**src/common/cpuPkg.sv**
```systemverilog
package cpuPkg;

    localparam int WORD_SIZE = 16;
    localparam int NUM_REGS = 4;

    typedef logic [WORD_SIZE-1:0] wordT;          // data, address or instruction
    typedef logic [$clog2(NUM_REGS)-1:0] regAddrT;
    typedef logic [7:0] immT;                     // raw immediate field

    // instruction bits 15..12
    typedef enum logic [3:0] {
        OP_BNE = 4'd0,
        OP_BEQ = 4'd1,
        OP_ADI = 4'd4,
        OP_LHI = 4'd6,
        OP_LWD = 4'd7,
        OP_SWD = 4'd8,
        OP_JMP = 4'd9,
        OP_RTYPE = 4'd15
    } opcodeE;

    // instruction bits 5..0, only meaningful with OP_RTYPE
    typedef enum logic [5:0] {
        FN_ADD = 6'd0,
        FN_SUB = 6'd1,
        FN_AND = 6'd2,
        FN_ORR = 6'd3,
        FN_WWD = 6'd28,
        FN_HLT = 6'd29
    } funcE;

    typedef enum logic [2:0] {
        ALU_ADD,
        ALU_SUB,
        ALU_AND,
        ALU_OR,
        ALU_PASSB                                 // lhi
    } aluOpE;

    typedef enum logic [1:0] {
        FWD_REGFILE,
        FWD_FROMMEM,                              // ex/mem result
        FWD_FROMWB                                // mem/wb write-back value
    } fwdSelE;

endpackage

```
**src/regFile.sv**
```systemverilog
`timescale 1ns/100ps

module regFile (
    input  logic            clk,
    input  logic            rst,
    input  cpuPkg::regAddrT readA,
    input  cpuPkg::regAddrT readB,
    input  cpuPkg::regAddrT writeAddr,
    input  cpuPkg::wordT    writeData,
    input  logic            writeEn,
    output cpuPkg::wordT    dataA,
    output cpuPkg::wordT    dataB
);
    import cpuPkg::*;

    wordT regs [NUM_REGS];

    always_ff @(posedge clk) begin
        if (rst) begin
            for (int i = 0; i < NUM_REGS; i++) begin
                regs[i] <= '0;
            end
        end else if (writeEn) begin
            regs[writeAddr] <= writeData;
        end
    end

    // same-cycle write shows up on the read ports
    assign dataA = (writeEn && writeAddr == readA) ? writeData : regs[readA];
    assign dataB = (writeEn && writeAddr == readB) ? writeData : regs[readB];

endmodule

```
**src/alu.sv**
```systemverilog
`timescale 1ns/100ps

module alu (
    input  cpuPkg::wordT  a,
    input  cpuPkg::wordT  b,
    input  cpuPkg::aluOpE op,
    output cpuPkg::wordT  result,
    output logic          zero
);
    import cpuPkg::*;

    always_comb begin
        case (op)
            ALU_ADD:   result = a + b;
            ALU_SUB:   result = a - b;
            ALU_AND:   result = a & b;
            ALU_OR:    result = a | b;
            ALU_PASSB: result = b;
            default:   result = '0;
        endcase
    end

    // compares the operands directly, branches use rs and rt here
    assign zero = (a == b);

endmodule

```
**src/controlUnit.sv**
```systemverilog
`timescale 1ns/100ps

module controlUnit (
    input  cpuPkg::wordT    instr,
    output logic            regWrite,
    output logic            memRead,
    output logic            memWrite,
    output logic            memToReg,
    output logic            aluSrcImm,
    output cpuPkg::aluOpE   aluOp,
    output logic            isBranch,
    output logic            branchOnEq,
    output logic            isJump,
    output logic            isWwd,
    output logic            isHalt,
    output logic            usesRt,
    output cpuPkg::regAddrT writeReg,
    output cpuPkg::wordT    imm
);
    import cpuPkg::*;

    opcodeE opcode;
    funcE func;
    immT rawImm;
    wordT signImm;

    assign opcode = opcodeE'(instr[15:12]);
    assign func = funcE'(instr[5:0]);
    assign rawImm = instr[7:0];
    assign signImm = {{8{rawImm[7]}}, rawImm};

    always_comb begin
        regWrite = 1'b0;
        memRead = 1'b0;
        memWrite = 1'b0;
        memToReg = 1'b0;
        aluSrcImm = 1'b0;
        aluOp = ALU_ADD;
        isBranch = 1'b0;
        branchOnEq = 1'b0;
        isJump = 1'b0;
        isWwd = 1'b0;
        isHalt = 1'b0;
        usesRt = 1'b0;
        writeReg = instr[9:8];                    // rt for i-type
        imm = signImm;
        case (opcode)
            OP_RTYPE: begin
                writeReg = instr[7:6];            // rd
                regWrite = 1'b1;
                usesRt = 1'b1;
                case (func)
                    FN_ADD: aluOp = ALU_ADD;
                    FN_SUB: aluOp = ALU_SUB;
                    FN_AND: aluOp = ALU_AND;
                    FN_ORR: aluOp = ALU_OR;
                    FN_WWD: begin
                        regWrite = 1'b0;
                        usesRt = 1'b0;
                        isWwd = 1'b1;
                    end
                    FN_HLT: begin
                        regWrite = 1'b0;
                        usesRt = 1'b0;
                        isHalt = 1'b1;
                    end
                    default: begin
                        regWrite = 1'b0;
                        usesRt = 1'b0;
                    end
                endcase
            end
            OP_ADI: begin
                regWrite = 1'b1;
                aluSrcImm = 1'b1;
            end
            OP_LHI: begin
                regWrite = 1'b1;
                aluSrcImm = 1'b1;
                aluOp = ALU_PASSB;
                imm = {rawImm, 8'h00};            // byte goes high
            end
            OP_LWD: begin
                regWrite = 1'b1;
                memRead = 1'b1;
                memToReg = 1'b1;
                aluSrcImm = 1'b1;
            end
            OP_SWD: begin
                memWrite = 1'b1;
                aluSrcImm = 1'b1;
                usesRt = 1'b1;                    // rt is the store data
            end
            OP_BNE: begin
                isBranch = 1'b1;
                usesRt = 1'b1;
            end
            OP_BEQ: begin
                isBranch = 1'b1;
                branchOnEq = 1'b1;
                usesRt = 1'b1;
            end
            OP_JMP: isJump = 1'b1;
            default: ;                            // unknown opcode acts as a nop
        endcase
    end

endmodule

```
**src/datapath/hazardUnit.sv**
```systemverilog
`timescale 1ns/100ps

module hazardUnit (
    input  cpuPkg::regAddrT idRs,
    input  cpuPkg::regAddrT idRt,
    input  logic            idUsesRt,
    input  cpuPkg::regAddrT exRs,
    input  cpuPkg::regAddrT exRt,
    input  logic            exMemRead,
    input  cpuPkg::regAddrT exWriteReg,
    input  cpuPkg::regAddrT memWriteReg,
    input  cpuPkg::regAddrT wbWriteReg,
    input  logic            exRegWrite,
    input  logic            memRegWrite,
    input  logic            wbRegWrite,
    output logic            stall,
    output cpuPkg::fwdSelE  fwdA,
    output cpuPkg::fwdSelE  fwdB
);
    import cpuPkg::*;

    // the younger producer wins
    function automatic fwdSelE pickSource(input regAddrT src);
        if (memRegWrite && memWriteReg == src) begin
            return FWD_FROMMEM;
        end
        if (wbRegWrite && wbWriteReg == src) begin
            return FWD_FROMWB;
        end
        return FWD_REGFILE;
    endfunction

    always_comb begin
        stall = exMemRead && exRegWrite
                && (exWriteReg == idRs || (idUsesRt && exWriteReg == idRt));
        fwdA = pickSource(exRs);
        fwdB = pickSource(exRt);
    end

endmodule

```
**src/datapath/datapath.sv**
```systemverilog
`timescale 1ns/100ps

module datapath (
    input  logic            clk,
    input  logic            rst,
    output logic            iRead,
    output cpuPkg::wordT    iAddr,
    input  cpuPkg::wordT    iData,
    output logic            dRead,
    output logic            dWrite,
    output cpuPkg::wordT    dAddr,
    output cpuPkg::wordT    dWData,
    input  cpuPkg::wordT    dRData,
    output cpuPkg::wordT    outputPort,
    output logic            wwdValid,
    output cpuPkg::wordT    numInst,
    output logic            isHalted,
    output cpuPkg::wordT    idInstr,
    input  logic            regWrite,
    input  logic            memRead,
    input  logic            memWrite,
    input  logic            memToReg,
    input  logic            aluSrcImm,
    input  cpuPkg::aluOpE   decAluOp,
    input  logic            isBranch,
    input  logic            branchOnEq,
    input  logic            isJump,
    input  logic            isWwd,
    input  logic            isHalt,
    input  logic            usesRt,
    input  cpuPkg::regAddrT writeReg,
    input  cpuPkg::wordT    imm,
    output cpuPkg::regAddrT rfReadA,
    output cpuPkg::regAddrT rfReadB,
    output cpuPkg::regAddrT rfWriteAddr,
    output cpuPkg::wordT    rfWriteData,
    output logic            rfWriteEn,
    input  cpuPkg::wordT    rfDataA,
    input  cpuPkg::wordT    rfDataB,
    output cpuPkg::wordT    aluA,
    output cpuPkg::wordT    aluB,
    output cpuPkg::aluOpE   aluOp,
    input  cpuPkg::wordT    aluResult,
    input  logic            aluZero,
    output cpuPkg::regAddrT idRs,
    output cpuPkg::regAddrT idRt,
    output logic            idUsesRt,
    output cpuPkg::regAddrT exRs,
    output cpuPkg::regAddrT exRt,
    output logic            exMemRead,
    output cpuPkg::regAddrT exWriteReg,
    output cpuPkg::regAddrT memWriteReg,
    output cpuPkg::regAddrT wbWriteReg,
    output logic            exRegWrite,
    output logic            memRegWrite,
    output logic            wbRegWrite,
    input  logic            stall,
    input  cpuPkg::fwdSelE  fwdA,
    input  cpuPkg::fwdSelE  fwdB
);
    import cpuPkg::*;

    wordT pc, pcPlus1;
    logic running;
    logic ifIdValid;
    wordT ifIdInstr, ifIdPcPlus1;
    logic idExValid;
    wordT idExPcPlus1, idExDataA, idExDataB, idExImm, idExJumpTarget;
    regAddrT idExRs, idExRt, idExWriteReg;
    logic idExRegWrite, idExMemRead, idExMemWrite, idExMemToReg, idExAluSrcImm;
    logic idExBranch, idExBranchOnEq, idExJump, idExWwd, idExHalt;
    aluOpE idExAluOp;
    logic exMemValid;
    wordT exMemResult, exMemStoreData, exMemWwdData;
    regAddrT exMemWriteReg;
    logic exMemRegWrite, exMemMemRead, exMemMemWrite, exMemMemToReg, exMemWwd, exMemHalt;
    logic memWbValid, haltCounted;
    wordT memWbResult, memWbLoadData;
    regAddrT memWbWriteReg;
    logic memWbRegWrite, memWbMemToReg, memWbWwd, memWbHalt;
    wordT fwdDataA, fwdDataB, wbData, redirectTarget;
    logic redirect;

    function automatic wordT pickOperand(input fwdSelE sel, input wordT regValue);
        case (sel)
            FWD_FROMMEM: return exMemResult;
            FWD_FROMWB:  return wbData;
            default:     return regValue;
        endcase
    endfunction

    // IF and ID
    assign isHalted = memWbValid && memWbHalt;    // mem/wb freezes, so this holds
    assign iRead = running && !isHalted;
    assign iAddr = pc;
    assign pcPlus1 = pc + 1'b1;
    assign idInstr = ifIdInstr;
    assign rfReadA = ifIdInstr[11:10];
    assign rfReadB = ifIdInstr[9:8];
    assign idRs = ifIdInstr[11:10];
    assign idRt = ifIdInstr[9:8];
    assign idUsesRt = ifIdValid && usesRt;

    // hazard taps, qualified by the slot's valid bit
    assign exRs = idExRs;
    assign exRt = idExRt;
    assign exMemRead = idExValid && idExMemRead;
    assign exWriteReg = idExWriteReg;
    assign exRegWrite = idExValid && idExRegWrite;
    assign memWriteReg = exMemWriteReg;
    assign memRegWrite = exMemValid && exMemRegWrite;
    assign wbWriteReg = memWbWriteReg;
    assign wbRegWrite = memWbValid && memWbRegWrite;

    // EX
    always_comb begin
        fwdDataA = pickOperand(fwdA, idExDataA);
        fwdDataB = pickOperand(fwdB, idExDataB);
        redirect = idExValid && (idExJump || (idExBranch && aluZero == idExBranchOnEq));
        redirectTarget = idExJump ? idExJumpTarget : idExPcPlus1 + idExImm;
    end
    assign aluA = fwdDataA;
    assign aluB = idExAluSrcImm ? idExImm : fwdDataB;
    assign aluOp = idExAluOp;

    // MEM, held quiet once the halt is in WB
    assign dRead = exMemValid && exMemMemRead && !isHalted;
    assign dWrite = exMemValid && exMemMemWrite && !isHalted;
    assign dAddr = exMemResult;
    assign dWData = exMemStoreData;

    // WB
    assign wbData = memWbMemToReg ? memWbLoadData : memWbResult;
    assign rfWriteAddr = memWbWriteReg;
    assign rfWriteData = wbData;
    assign rfWriteEn = memWbValid && memWbRegWrite;
    assign wwdValid = memWbValid && memWbWwd;

    always_ff @(posedge clk) begin
        if (rst) begin
            pc <= '0;
            running <= 1'b0;
            ifIdValid <= 1'b0;
        end else if (!isHalted) begin
            running <= 1'b1;
            if (redirect) begin
                pc <= redirectTarget;
                ifIdValid <= 1'b0;                // flush the fetched slot
            end else if (!stall) begin
                if (iRead) begin
                    pc <= pcPlus1;
                end
                ifIdValid <= iRead;
                ifIdInstr <= iData;
                ifIdPcPlus1 <= pcPlus1;
            end
        end
    end

    always_ff @(posedge clk) begin
        if (rst) begin
            idExValid <= 1'b0;
        end else if (!isHalted) begin
            idExValid <= ifIdValid && !stall && !redirect;
            idExPcPlus1 <= ifIdPcPlus1;
            idExDataA <= rfDataA;
            idExDataB <= rfDataB;
            idExImm <= imm;
            idExJumpTarget <= {ifIdPcPlus1[15:12], ifIdInstr[11:0]};
            idExRs <= idRs;
            idExRt <= idRt;
            idExWriteReg <= writeReg;
            idExRegWrite <= regWrite;
            idExMemRead <= memRead;
            idExMemWrite <= memWrite;
            idExMemToReg <= memToReg;
            idExAluSrcImm <= aluSrcImm;
            idExAluOp <= decAluOp;
            idExBranch <= isBranch;
            idExBranchOnEq <= branchOnEq;
            idExJump <= isJump;
            idExWwd <= isWwd;
            idExHalt <= isHalt;
        end
    end

    always_ff @(posedge clk) begin
        if (rst) begin
            exMemValid <= 1'b0;
        end else if (!isHalted) begin
            exMemValid <= idExValid;
            exMemResult <= aluResult;
            exMemStoreData <= fwdDataB;
            exMemWwdData <= fwdDataA;             // rs value for wwd
            exMemWriteReg <= idExWriteReg;
            exMemRegWrite <= idExRegWrite;
            exMemMemRead <= idExMemRead;
            exMemMemWrite <= idExMemWrite;
            exMemMemToReg <= idExMemToReg;
            exMemWwd <= idExWwd;
            exMemHalt <= idExHalt;
        end
    end

    always_ff @(posedge clk) begin
        if (rst) begin
            memWbValid <= 1'b0;
            haltCounted <= 1'b0;
            numInst <= '0;
            outputPort <= '0;
        end else begin
            if (memWbValid && !haltCounted) begin
                numInst <= numInst + 1'b1;        // hlt itself is counted once
            end
            if (isHalted) begin
                haltCounted <= 1'b1;
            end else begin
                memWbValid <= exMemValid;
                memWbResult <= exMemResult;
                memWbLoadData <= dRData;
                memWbWriteReg <= exMemWriteReg;
                memWbRegWrite <= exMemRegWrite;
                memWbMemToReg <= exMemMemToReg;
                memWbWwd <= exMemWwd;
                memWbHalt <= exMemHalt;
                if (exMemValid && exMemWwd) begin
                    outputPort <= exMemWwdData;   // valid while the wwd sits in WB
                end
            end
        end
    end

endmodule

```
**src/cpuTop.sv**
```systemverilog
`timescale 1ns/100ps

module cpuTop (
    input  logic         clk,
    input  logic         rst,
    output logic         iRead,
    output cpuPkg::wordT iAddr,
    input  cpuPkg::wordT iData,
    output logic         dRead,
    output logic         dWrite,
    output cpuPkg::wordT dAddr,
    output cpuPkg::wordT dWData,
    input  cpuPkg::wordT dRData,
    output cpuPkg::wordT outputPort,
    output logic         wwdValid,
    output cpuPkg::wordT numInst,
    output logic         isHalted
);
    import cpuPkg::*;

    wordT idInstr, imm;
    logic regWrite, memRead, memWrite, memToReg, aluSrcImm;
    logic isBranch, branchOnEq, isJump, isWwd, isHalt, usesRt;
    aluOpE decAluOp, aluOp;
    regAddrT writeReg;
    regAddrT rfReadA, rfReadB, rfWriteAddr;
    wordT rfWriteData, rfDataA, rfDataB;
    logic rfWriteEn;
    wordT aluA, aluB, aluResult;
    logic aluZero;
    regAddrT idRs, idRt, exRs, exRt, exWriteReg, memWriteReg, wbWriteReg;
    logic idUsesRt, exMemRead, exRegWrite, memRegWrite, wbRegWrite, stall;
    fwdSelE fwdA, fwdB;

    datapath dpInst (
        .clk, .rst, .iRead, .iAddr, .iData,
        .dRead, .dWrite, .dAddr, .dWData, .dRData,
        .outputPort, .wwdValid, .numInst, .isHalted, .idInstr,
        .regWrite, .memRead, .memWrite, .memToReg, .aluSrcImm, .decAluOp,
        .isBranch, .branchOnEq, .isJump, .isWwd, .isHalt, .usesRt, .writeReg, .imm,
        .rfReadA, .rfReadB, .rfWriteAddr, .rfWriteData, .rfWriteEn, .rfDataA, .rfDataB,
        .aluA, .aluB, .aluOp, .aluResult, .aluZero,
        .idRs, .idRt, .idUsesRt, .exRs, .exRt, .exMemRead,
        .exWriteReg, .memWriteReg, .wbWriteReg, .exRegWrite, .memRegWrite, .wbRegWrite,
        .stall, .fwdA, .fwdB
    );

    hazardUnit hazardInst (
        .idRs, .idRt, .idUsesRt, .exRs, .exRt, .exMemRead,
        .exWriteReg, .memWriteReg, .wbWriteReg, .exRegWrite, .memRegWrite, .wbRegWrite,
        .stall, .fwdA, .fwdB
    );

    controlUnit ctrlInst (
        .instr(idInstr), .regWrite, .memRead, .memWrite, .memToReg, .aluSrcImm,
        .aluOp(decAluOp), .isBranch, .branchOnEq, .isJump, .isWwd, .isHalt,
        .usesRt, .writeReg, .imm
    );

    regFile rfInst (
        .clk, .rst, .readA(rfReadA), .readB(rfReadB),
        .writeAddr(rfWriteAddr), .writeData(rfWriteData), .writeEn(rfWriteEn),
        .dataA(rfDataA), .dataB(rfDataB)
    );

    alu aluInst (
        .a(aluA), .b(aluB), .op(aluOp), .result(aluResult), .zero(aluZero)
    );

endmodule

```
**config.mk**
```make
export PLATFORM = sky130hd
export DESIGN_NAME = cpuTop
export DESIGN_NICKNAME = d
export VERILOG_FILES = /design/src/common/cpuPkg.sv /design/src/regFile.sv /design/src/alu.sv /design/src/controlUnit.sv /design/src/datapath/hazardUnit.sv /design/src/datapath/datapath.sv /design/src/cpuTop.sv
export SDC_FILE = /design/constraint.sdc
export NUM_CORES = 1
export LEC_CHECK = 0
export BUFFER_PORTS_ARGS = -buffer_cell sky130_fd_sc_hd__buf_2
export CORE_ASPECT_RATIO = 0.6
export CORE_MARGIN = 4
export CORE_UTILIZATION = 25
export DETAILED_ROUTE_END_ITERATION = 6
export PLACE_DENSITY = 0.37
export SLEW_MARGIN = 0
export SYNTH_ARGS = -nofsm -noshare
export SYNTH_HDL_FRONTEND = slang
export SYNTH_HIERARCHICAL = 1
export SYNTH_SLANG_ARGS = --single-unit
```
**constraint.sdc**
```tcl
create_clock -name clk -period 11.33 [get_ports clk]
set_input_delay 0 -clock clk [delete_from_list [all_inputs] [get_ports clk]]
set_output_delay 0 -clock clk [all_outputs]
set_load 0.02 [all_outputs]
```
==> results of run 1 <==
[metal layers]
layer	routed length (um)	GRT usage [%]	part of all wire, %
met3	4750	4.11	7.6
met2	24100	21.2	39
met1	32700	25.7	52
met5	0	0	0
met4	802	3.04	1.3
[final cells by class]
class                   instances  area (um2)
multi-input cells             986        7610
repair buffers                174        1100
clock inverters                11        96.3
fillers                      7189       49600
clock buffers                  58        1080
flip-flops and latches        335        9520
inverters                      65         244
well taps                     962        1200
[critical path: stages (launching register included)]
cell      delay [ns]
dfxtp_1         0.42
and2_1          0.36
nand3_1         0.11
nor2_1          0.16
ha_1            0.85
a22oi_1         0.22
o21ai_0         0.43
mux2_2          0.28
inv_1           0.07
ha_1            0.44
or3_4           0.46
or3_4           0.38
nor2_1          0.23
xnor2_1         0.20
a211o_1         0.17
and2_1          0.64
nand2_1         0.35
o221ai_1        0.35
a211oi_1        0.10
[kinds of logic (layout without fill, tap and decap cells)]
logic type / after synthesis / count (layout) / share of synthesized area [%]
and+or+nand+nor: 428 / 428 / 12.7
DFF: 335 / 335 / 53.1
AOI/OAI and AO/OA: 323 / 323 / 11.9
buffers and inverters: 162 / 308 / 4.52
muxes: 108 / 108 / 9.84
adders and majority gates: 74 / 74 / 5.29
xor gates and xnor gates: 53 / 53 / 2.63
[layout by cell type (no fill, tap or decap), types with 10 or more instances in the layout]
| cell | netlist | routed |
|---|---|---|
| a21oi_1 | 72 | 72 |
| a22oi_1 | 46 | 46 |
| o22ai_1 | 12 | 12 |
| and2_1 | 77 | 77 |
| clkbuf_1 | 49 | 17 |
| clkbuf_16 | 0 | 40 |
| xor2_1 | 19 | 19 |
| and3_1 | 11 | 11 |
| nand2_1 | 146 | 146 |
| buf_2 | 12 | 118 |
| buf_4 | 19 | 23 |
| o221ai_1 | 15 | 15 |
| nand3_1 | 27 | 27 |
| o21ai_0 | 82 | 82 |
| dlygate4sd3_1 | 0 | 32 |
| nand4_1 | 11 | 11 |
| a211oi_1 | 12 | 12 |
| mux4_1 | 32 | 32 |
| inv_1 | 64 | 64 |
| a21o_1 | 11 | 11 |
| edfxtp_1 | 281 | 281 |
| dfxtp_1 | 54 | 54 |
| xnor2_1 | 33 | 33 |
| mux2_2 | 50 | 50 |
| nor2_1 | 64 | 63 |
| or3_1 | 10 | 10 |
| mux2_4 | 20 | 20 |
| nor3_1 | 10 | 10 |
| ha_1 | 71 | 71 |
[stage by stage]
| stage | instances | worst slack [ns] | instance area [um2] | hold WS [ns] |
|---|---|---|---|---|
| finish | 2591 | 4.96 | 20900 | 0.0996 |
| global route | 2591 | 4.48 | 20900 | 0.103 |
| CTS | 2591 | 4.92 | 20900 | 0.0753 |
| detailed placement | 2490 | 4.96 | 19400 | 0.178 |
| global placement | 2490 | 5.07 | 19400 | 0.180 |
| floorplan | 1483 | 1.13 | 17900 | 0.0989 |
[worst max-delay path by stage]
| stage | start | end | slack [ns] | cells past startpoint |
|---|---|---|---|---|
| 2_1_floorplan | dpInst/memWbHalt$_DFFE_PP_ | dpInst/iAddr[14]$_SDFFE_PP0P_ | 1.13 | 7 |
| 3_3_place_gp | dpInst/memWbValid$_SDFFE_PP0N_ | dpInst/idInstr[10]$_DFFE_PP_ | 5.07 | 17 |
| 3_5_place_dp | dpInst/memWbValid$_SDFFE_PP0N_ | dpInst/idInstr[11]$_DFFE_PP_ | 4.96 | 17 |
| 4_1_cts | dpInst/memWbValid$_SDFFE_PP0N_ | dpInst/ifIdPcPlus1[11]$_DFFE_PP_ | 4.92 | 17 |
| 5_1_grt | dpInst/memWbValid$_SDFFE_PP0N_ | dpInst/iAddr[15]$_SDFFE_PP0P_ | 4.48 | 18 |
| 6_report | dpInst/memWbValid$_SDFFE_PP0N_ | dpInst/iAddr[10]$_SDFFE_PP0P_ | 4.96 | 18 |
[where the power goes]
| group | switching, mW | total [mW] | leakage (nW) | internal, mW |
|---|---|---|---|---|
| combinational | 0.333 | 0.520 | 4.11 | 0.187 |
| clock | 0.535 | 1.22 | 0.564 | 0.683 |
| sequential | 0.0685 | 1.50 | 3.26 | 1.43 |
==> results.cfg, run 1 <==
[outcome]
status = finished, final reports clean

[pwr]
leakage_nw = 7.93
ir_worst_vdd_mv = 0.0808
power_mw = 3.24
p_per_area_nw_per_um2 = 155

[synthesis]
synth_common_cells = edfxtp_1 (281), nand2_1 (146), o21ai_0 (82)
syn_nets = 1591
netlist_top_cells_area = edfxtp_1 (47%), dfxtp_1 (6.0%), ha_1 (5.0%), mux4_1 (4.7%), mux2_2 (3.1%)
synthCells = 1483
ys_seq_elements = 335
synth_top_cell_by_area = edfxtp_1
async_flop_share_pct = 0
syn_area_um2 = 17900
synth_cell_type_count = 92
yosysWarningCount = 6
syn_area_per_cell_um2 = 12.1
yosysSeqAreaShare_pct = 53.1
synth.most_common_cell = edfxtp_1
ys.flop_type = edfxtp_1
synth_edf_count = 281
yosysTopAreaCellShare_pct = 47.1

[grt]
grtUsageTotal_pct = 16.0
grt_pass1_vias = 12300
overflow = 0
antenna_found_initial = 1
grt_pass1_wl_um = 89800
grt_start_max_net_pins = 154

[drt]
via_per_inst = 4.91
drt_pass1_iterations = 6
wl_um = 62300
drtAntennaViolNets = 0
vias = 12700
wl_per_cell_um = 24.0
drcViolationCount = 0
drtIter0Drc = 1251

[sta]
rsz0062_at_grt = false
finalHoldViolCount = 0
fin_crit_sh_pct = 56.2
setup_violations = 0
finalCriticalPeriod_ns = 6.37
fmax_mhz = 157
slew_violations = 0
setup_tns_ns = 0
finClkSkew_ns = 0.0219
worst_pin_slew_ns = 1.21
slew_headroom_pct = 19.1

[layout]
drive_above_1_share_pct = 18.2
largest_register_ffs = 64
diodes = 0
nets = 1709
post-route-util_pct = 29.6
largest-register = rfInst/regs
area_delta_synth_final_pct = 16.4

[die]
chipHeight_um = 215
start_util_pct = 25.4
io_pins = 119
dieArea_um2 = 76200
die_x_um = 354
fp-row-count = 75
core_area_um2 = 70500

[clocking]
clock-sinks = 335
tritoncts = yes
cts-hold-fix-buffers = 32
cts.clk_slew.worst_paths_ns = 0.06
clk_path_buf_depth = 3
clock-root-buffer = clkbuf_16
clock_latency_ns = 0.58
cts_buffers = 39
postCtsSetupBuffers = 0
htreeDepth = 2
post_cts_resized = 0

[worst_setup_path]
r2r_setup_slack_ns = 4.96
reg2reg_depth = 18
worstReg2RegEnd = dpInst/iAddr[10]$_SDFFE_PP0P_
path_class = reg -> reg
startpoint_type = flop
worstPathArrival_ns = 6.82
reg2reg_from = dpInst/memWbValid$_SDFFE_PP0N_
crit_required_ns = 11.77
cp_max_fo = 21
end_kind = flop

[job]
drv_cap = 0

[placement]
portBuffers = 118
gp_congestion = 0.905
dp_hpwl_um = 44300

[worst_hold_path]
min_to = dpInst/memWbWwd$_DFFE_PP_
min_path_cells = 2
holdCritPathClass = in -> reg
min_from = rst
(Power assumes the default switching activity.)
==> inputs of run 2 (changes only) <==
--- a/config.mk
+++ b/config.mk
@@ -10,7 +10,7 @@
 export CORE_MARGIN = 4
 export CORE_UTILIZATION = 25
 export DETAILED_ROUTE_END_ITERATION = 6
-export PLACE_DENSITY = 0.37
+export PLACE_DENSITY = 0.38
 export SLEW_MARGIN = 0
 export SYNTH_ARGS = -nofsm -noshare
 export SYNTH_HDL_FRONTEND = slang
==> constraint.sdc (replaced) <==
create_clock -name clk -period 5.3 [get_ports clk]
set_input_delay 0 -clock clk [delete_from_list [all_inputs] [get_ports clk]]
set_output_delay 0 -clock clk [all_outputs]
set_load 0.02 [all_outputs]
==> run 2 against run 1 <==
Cell count up 2.3%. Critical path depth unchanged. Utilization up 1.0 points. Design area up 3.5%. Sequential power up 110%. Power up 120%. Routed wire length down 5.1%. Via count up 0.17%. Clock skew up 0.0086 ns. First-iteration DRC count down 12%. Critical endpoint is now dpInst/dAddr[12]$_DFFE_PP_. Largest cell class unchanged. Highest routed layer unchanged.
==> results.cfg, run 2 (synthesized netlist as in run 1, its figures left out) <==
[drt]
wl_um = 59100
wl_per_cell_um = 22.3
via_per_inst = 4.81
top_layer = met4
vias = 12700
met1Wirelength_um = 32400
drcViolationCount = 0
drtAntennaViolNets = 0
wl_met3_um = 3150
drt_pass1_iterations = 5
drtIter0Drc = 1105
dr_wl_met2_um = 23000

[sta]
fmax_mhz = 196
timing.hold.ws_ns = 0.127
finalHoldViolCount = 0
slew_headroom_pct = 26.1
setup_violations = 0
finalCriticalPeriod_ns = 5.11
setup_tns_ns = 0
setup_ws_ns = 0.189
fin_crit_sh_pct = 96.4
slew_violations = 0
worst_pin_slew_ns = 1.11
finClkSkew_ns = 0.0306
rsz0062_at_grt = false

[layout]
nets = 1767
drive_above_1_share_pct = 22.4
fill_cells = 7123
largest_register_ffs = 64
area_delta_synth_final_pct = 20.4
diodes = 0
multi_input_area_um2 = 7720
final_cell_mix = edfxtp_1 (281), nand2_1 (146), buf_2 (118)
largest-register = rfInst/regs
regArea_um2 = 9520
layout_commonest_cell = edfxtp_1
post-route-util_pct = 30.6

[die]
core_area_um2 = 70500
dieArea_um2 = 76200
start_util_pct = 25.4
fp-row-count = 75
die_x_um = 354
chipHeight_um = 215
io_pins = 119

[clocking]
tritoncts = yes
htreeDepth = 2
clock_latency_ns = 0.58
clock-sinks = 335
clock-root-buffer = clkbuf_16
cts_buffers = 38
postCtsSetupBuffers = 0
clk_path_buf_depth = 3
cts.clk_slew.worst_paths_ns = 0.06

[pwr]
power_frac_clock_pct = 38.5
p_seq_share_pct = 45.2
switching_share_pct = 28.4
p_sw_mw = 2.02
p_per_area_nw_per_um2 = 329
power_mw = 7.09
intPower_mw = 5.08
ir_worst_vdd_mv = 0.155
leakage_nw = 8.33
combPwrFrac_pct = 16.4

[grt]
grt_pass1_vias = 12500
grt_pass1_wl_um = 86600
grtUsageTotal_pct = 15.2
grt_start_max_net_pins = 66
overflow = 0
antenna_found_initial = 2

[worst_setup_path]
worstPathArrival_ns = 5.41
cp_max_fo = 24
startpoint_type = flop
end_kind = flop
path_class = reg -> reg
crit_required_ns = 5.60
worstSetupStartpoint = dpInst/idExJumpTarget[9]$_DFFE_PP_
reg2reg_from = dpInst/idExJumpTarget[9]$_DFFE_PP_

[placement]
dp_hpwl_um = 44300
gp_congestion = 0.855
pre_cts_slack_ns = 0.160
portBuffers = 118

[worst_hold_path]
min_from = rst
holdCritPathClass = in -> reg

[outcome]
status = finished, final reports clean

[job]
drv_cap = 0
## run 2: layout make-up
cell class                 count  area share (%)
sequential                   335            44.1
clock inverter                17           0.875
clock buffer                  53            5.05
multi-input combinational    986            35.8
inverter                      65            1.13
timing repair buffer         233            7.51
tap                          962            5.58
## run 2: metrics by stage
step	cells	cell area, um2
after floorplan	1483	18100
after global placement	2549	20000
after detailed placement	2549	20000
after CTS	2651	21600
after global routing	2651	21600
final	2651	21600
## run 2: worst max-delay path: stages, from the launching register on
cell and delay (ns):
edfxtp_1 0.52, xnor2_1 0.18, and3_1 0.29, nor2_1 0.10, ha_1 0.32, buf_12 0.17
buf_4 0.17, o21ai_0 0.31, mux2_2 0.26, ha_1 0.19, inv_1 0.06, fa_1 0.42
nor2b_1 0.19, o21a_1 0.21, or3_1 0.38, a21oi_2 0.39, o311ai_0 0.23, a211oi_1 0.31
a21oi_1 0.12
## run 2: power groups by stage
stage / combinational [mW] / sequential (mW) / clock [mW]
after floorplan: 0.706 / 3.23 / 0
after global placement: 1.14 / 3.26 / 0
after detailed placement: 1.13 / 3.26 / 0
after CTS: 1.16 / 3.21 / 2.84
after global routing: 1.27 / 3.22 / 2.95
final: 1.16 / 3.20 / 2.73
## run 2: worst paths after layout
check / end / slack, ns / cells after the start
min: dpInst/memWbValid$_SDFFE_PP0N_ / 0.13 / 3
max reg2reg: dpInst/dAddr[12]$_DFFE_PP_ / 0.19 / 18
max: dpInst/dAddr[12]$_DFFE_PP_ / 0.19 / 18
min reg2reg: dpInst/idExPcPlus1[14]$_DFFE_PP_ / 0.42 / 0
## run 2: metal layers
metal  up-vias  GRT usage [%]
li1       5896              -
met1      6444           25.1
met2       359           20.3
met3        43           2.67
met4         0           2.60
met5         -              0
## run 2: timing repair
| action | 4_1_cts | 5_1_grt |
|---|---|---|
| hold endpoints to repair | 32 | 0 |
| endpoints found under the setup margin | 0 | 40 |
| resized for setup | 0 | 5 |
| hold buffers | 32 | 0 |
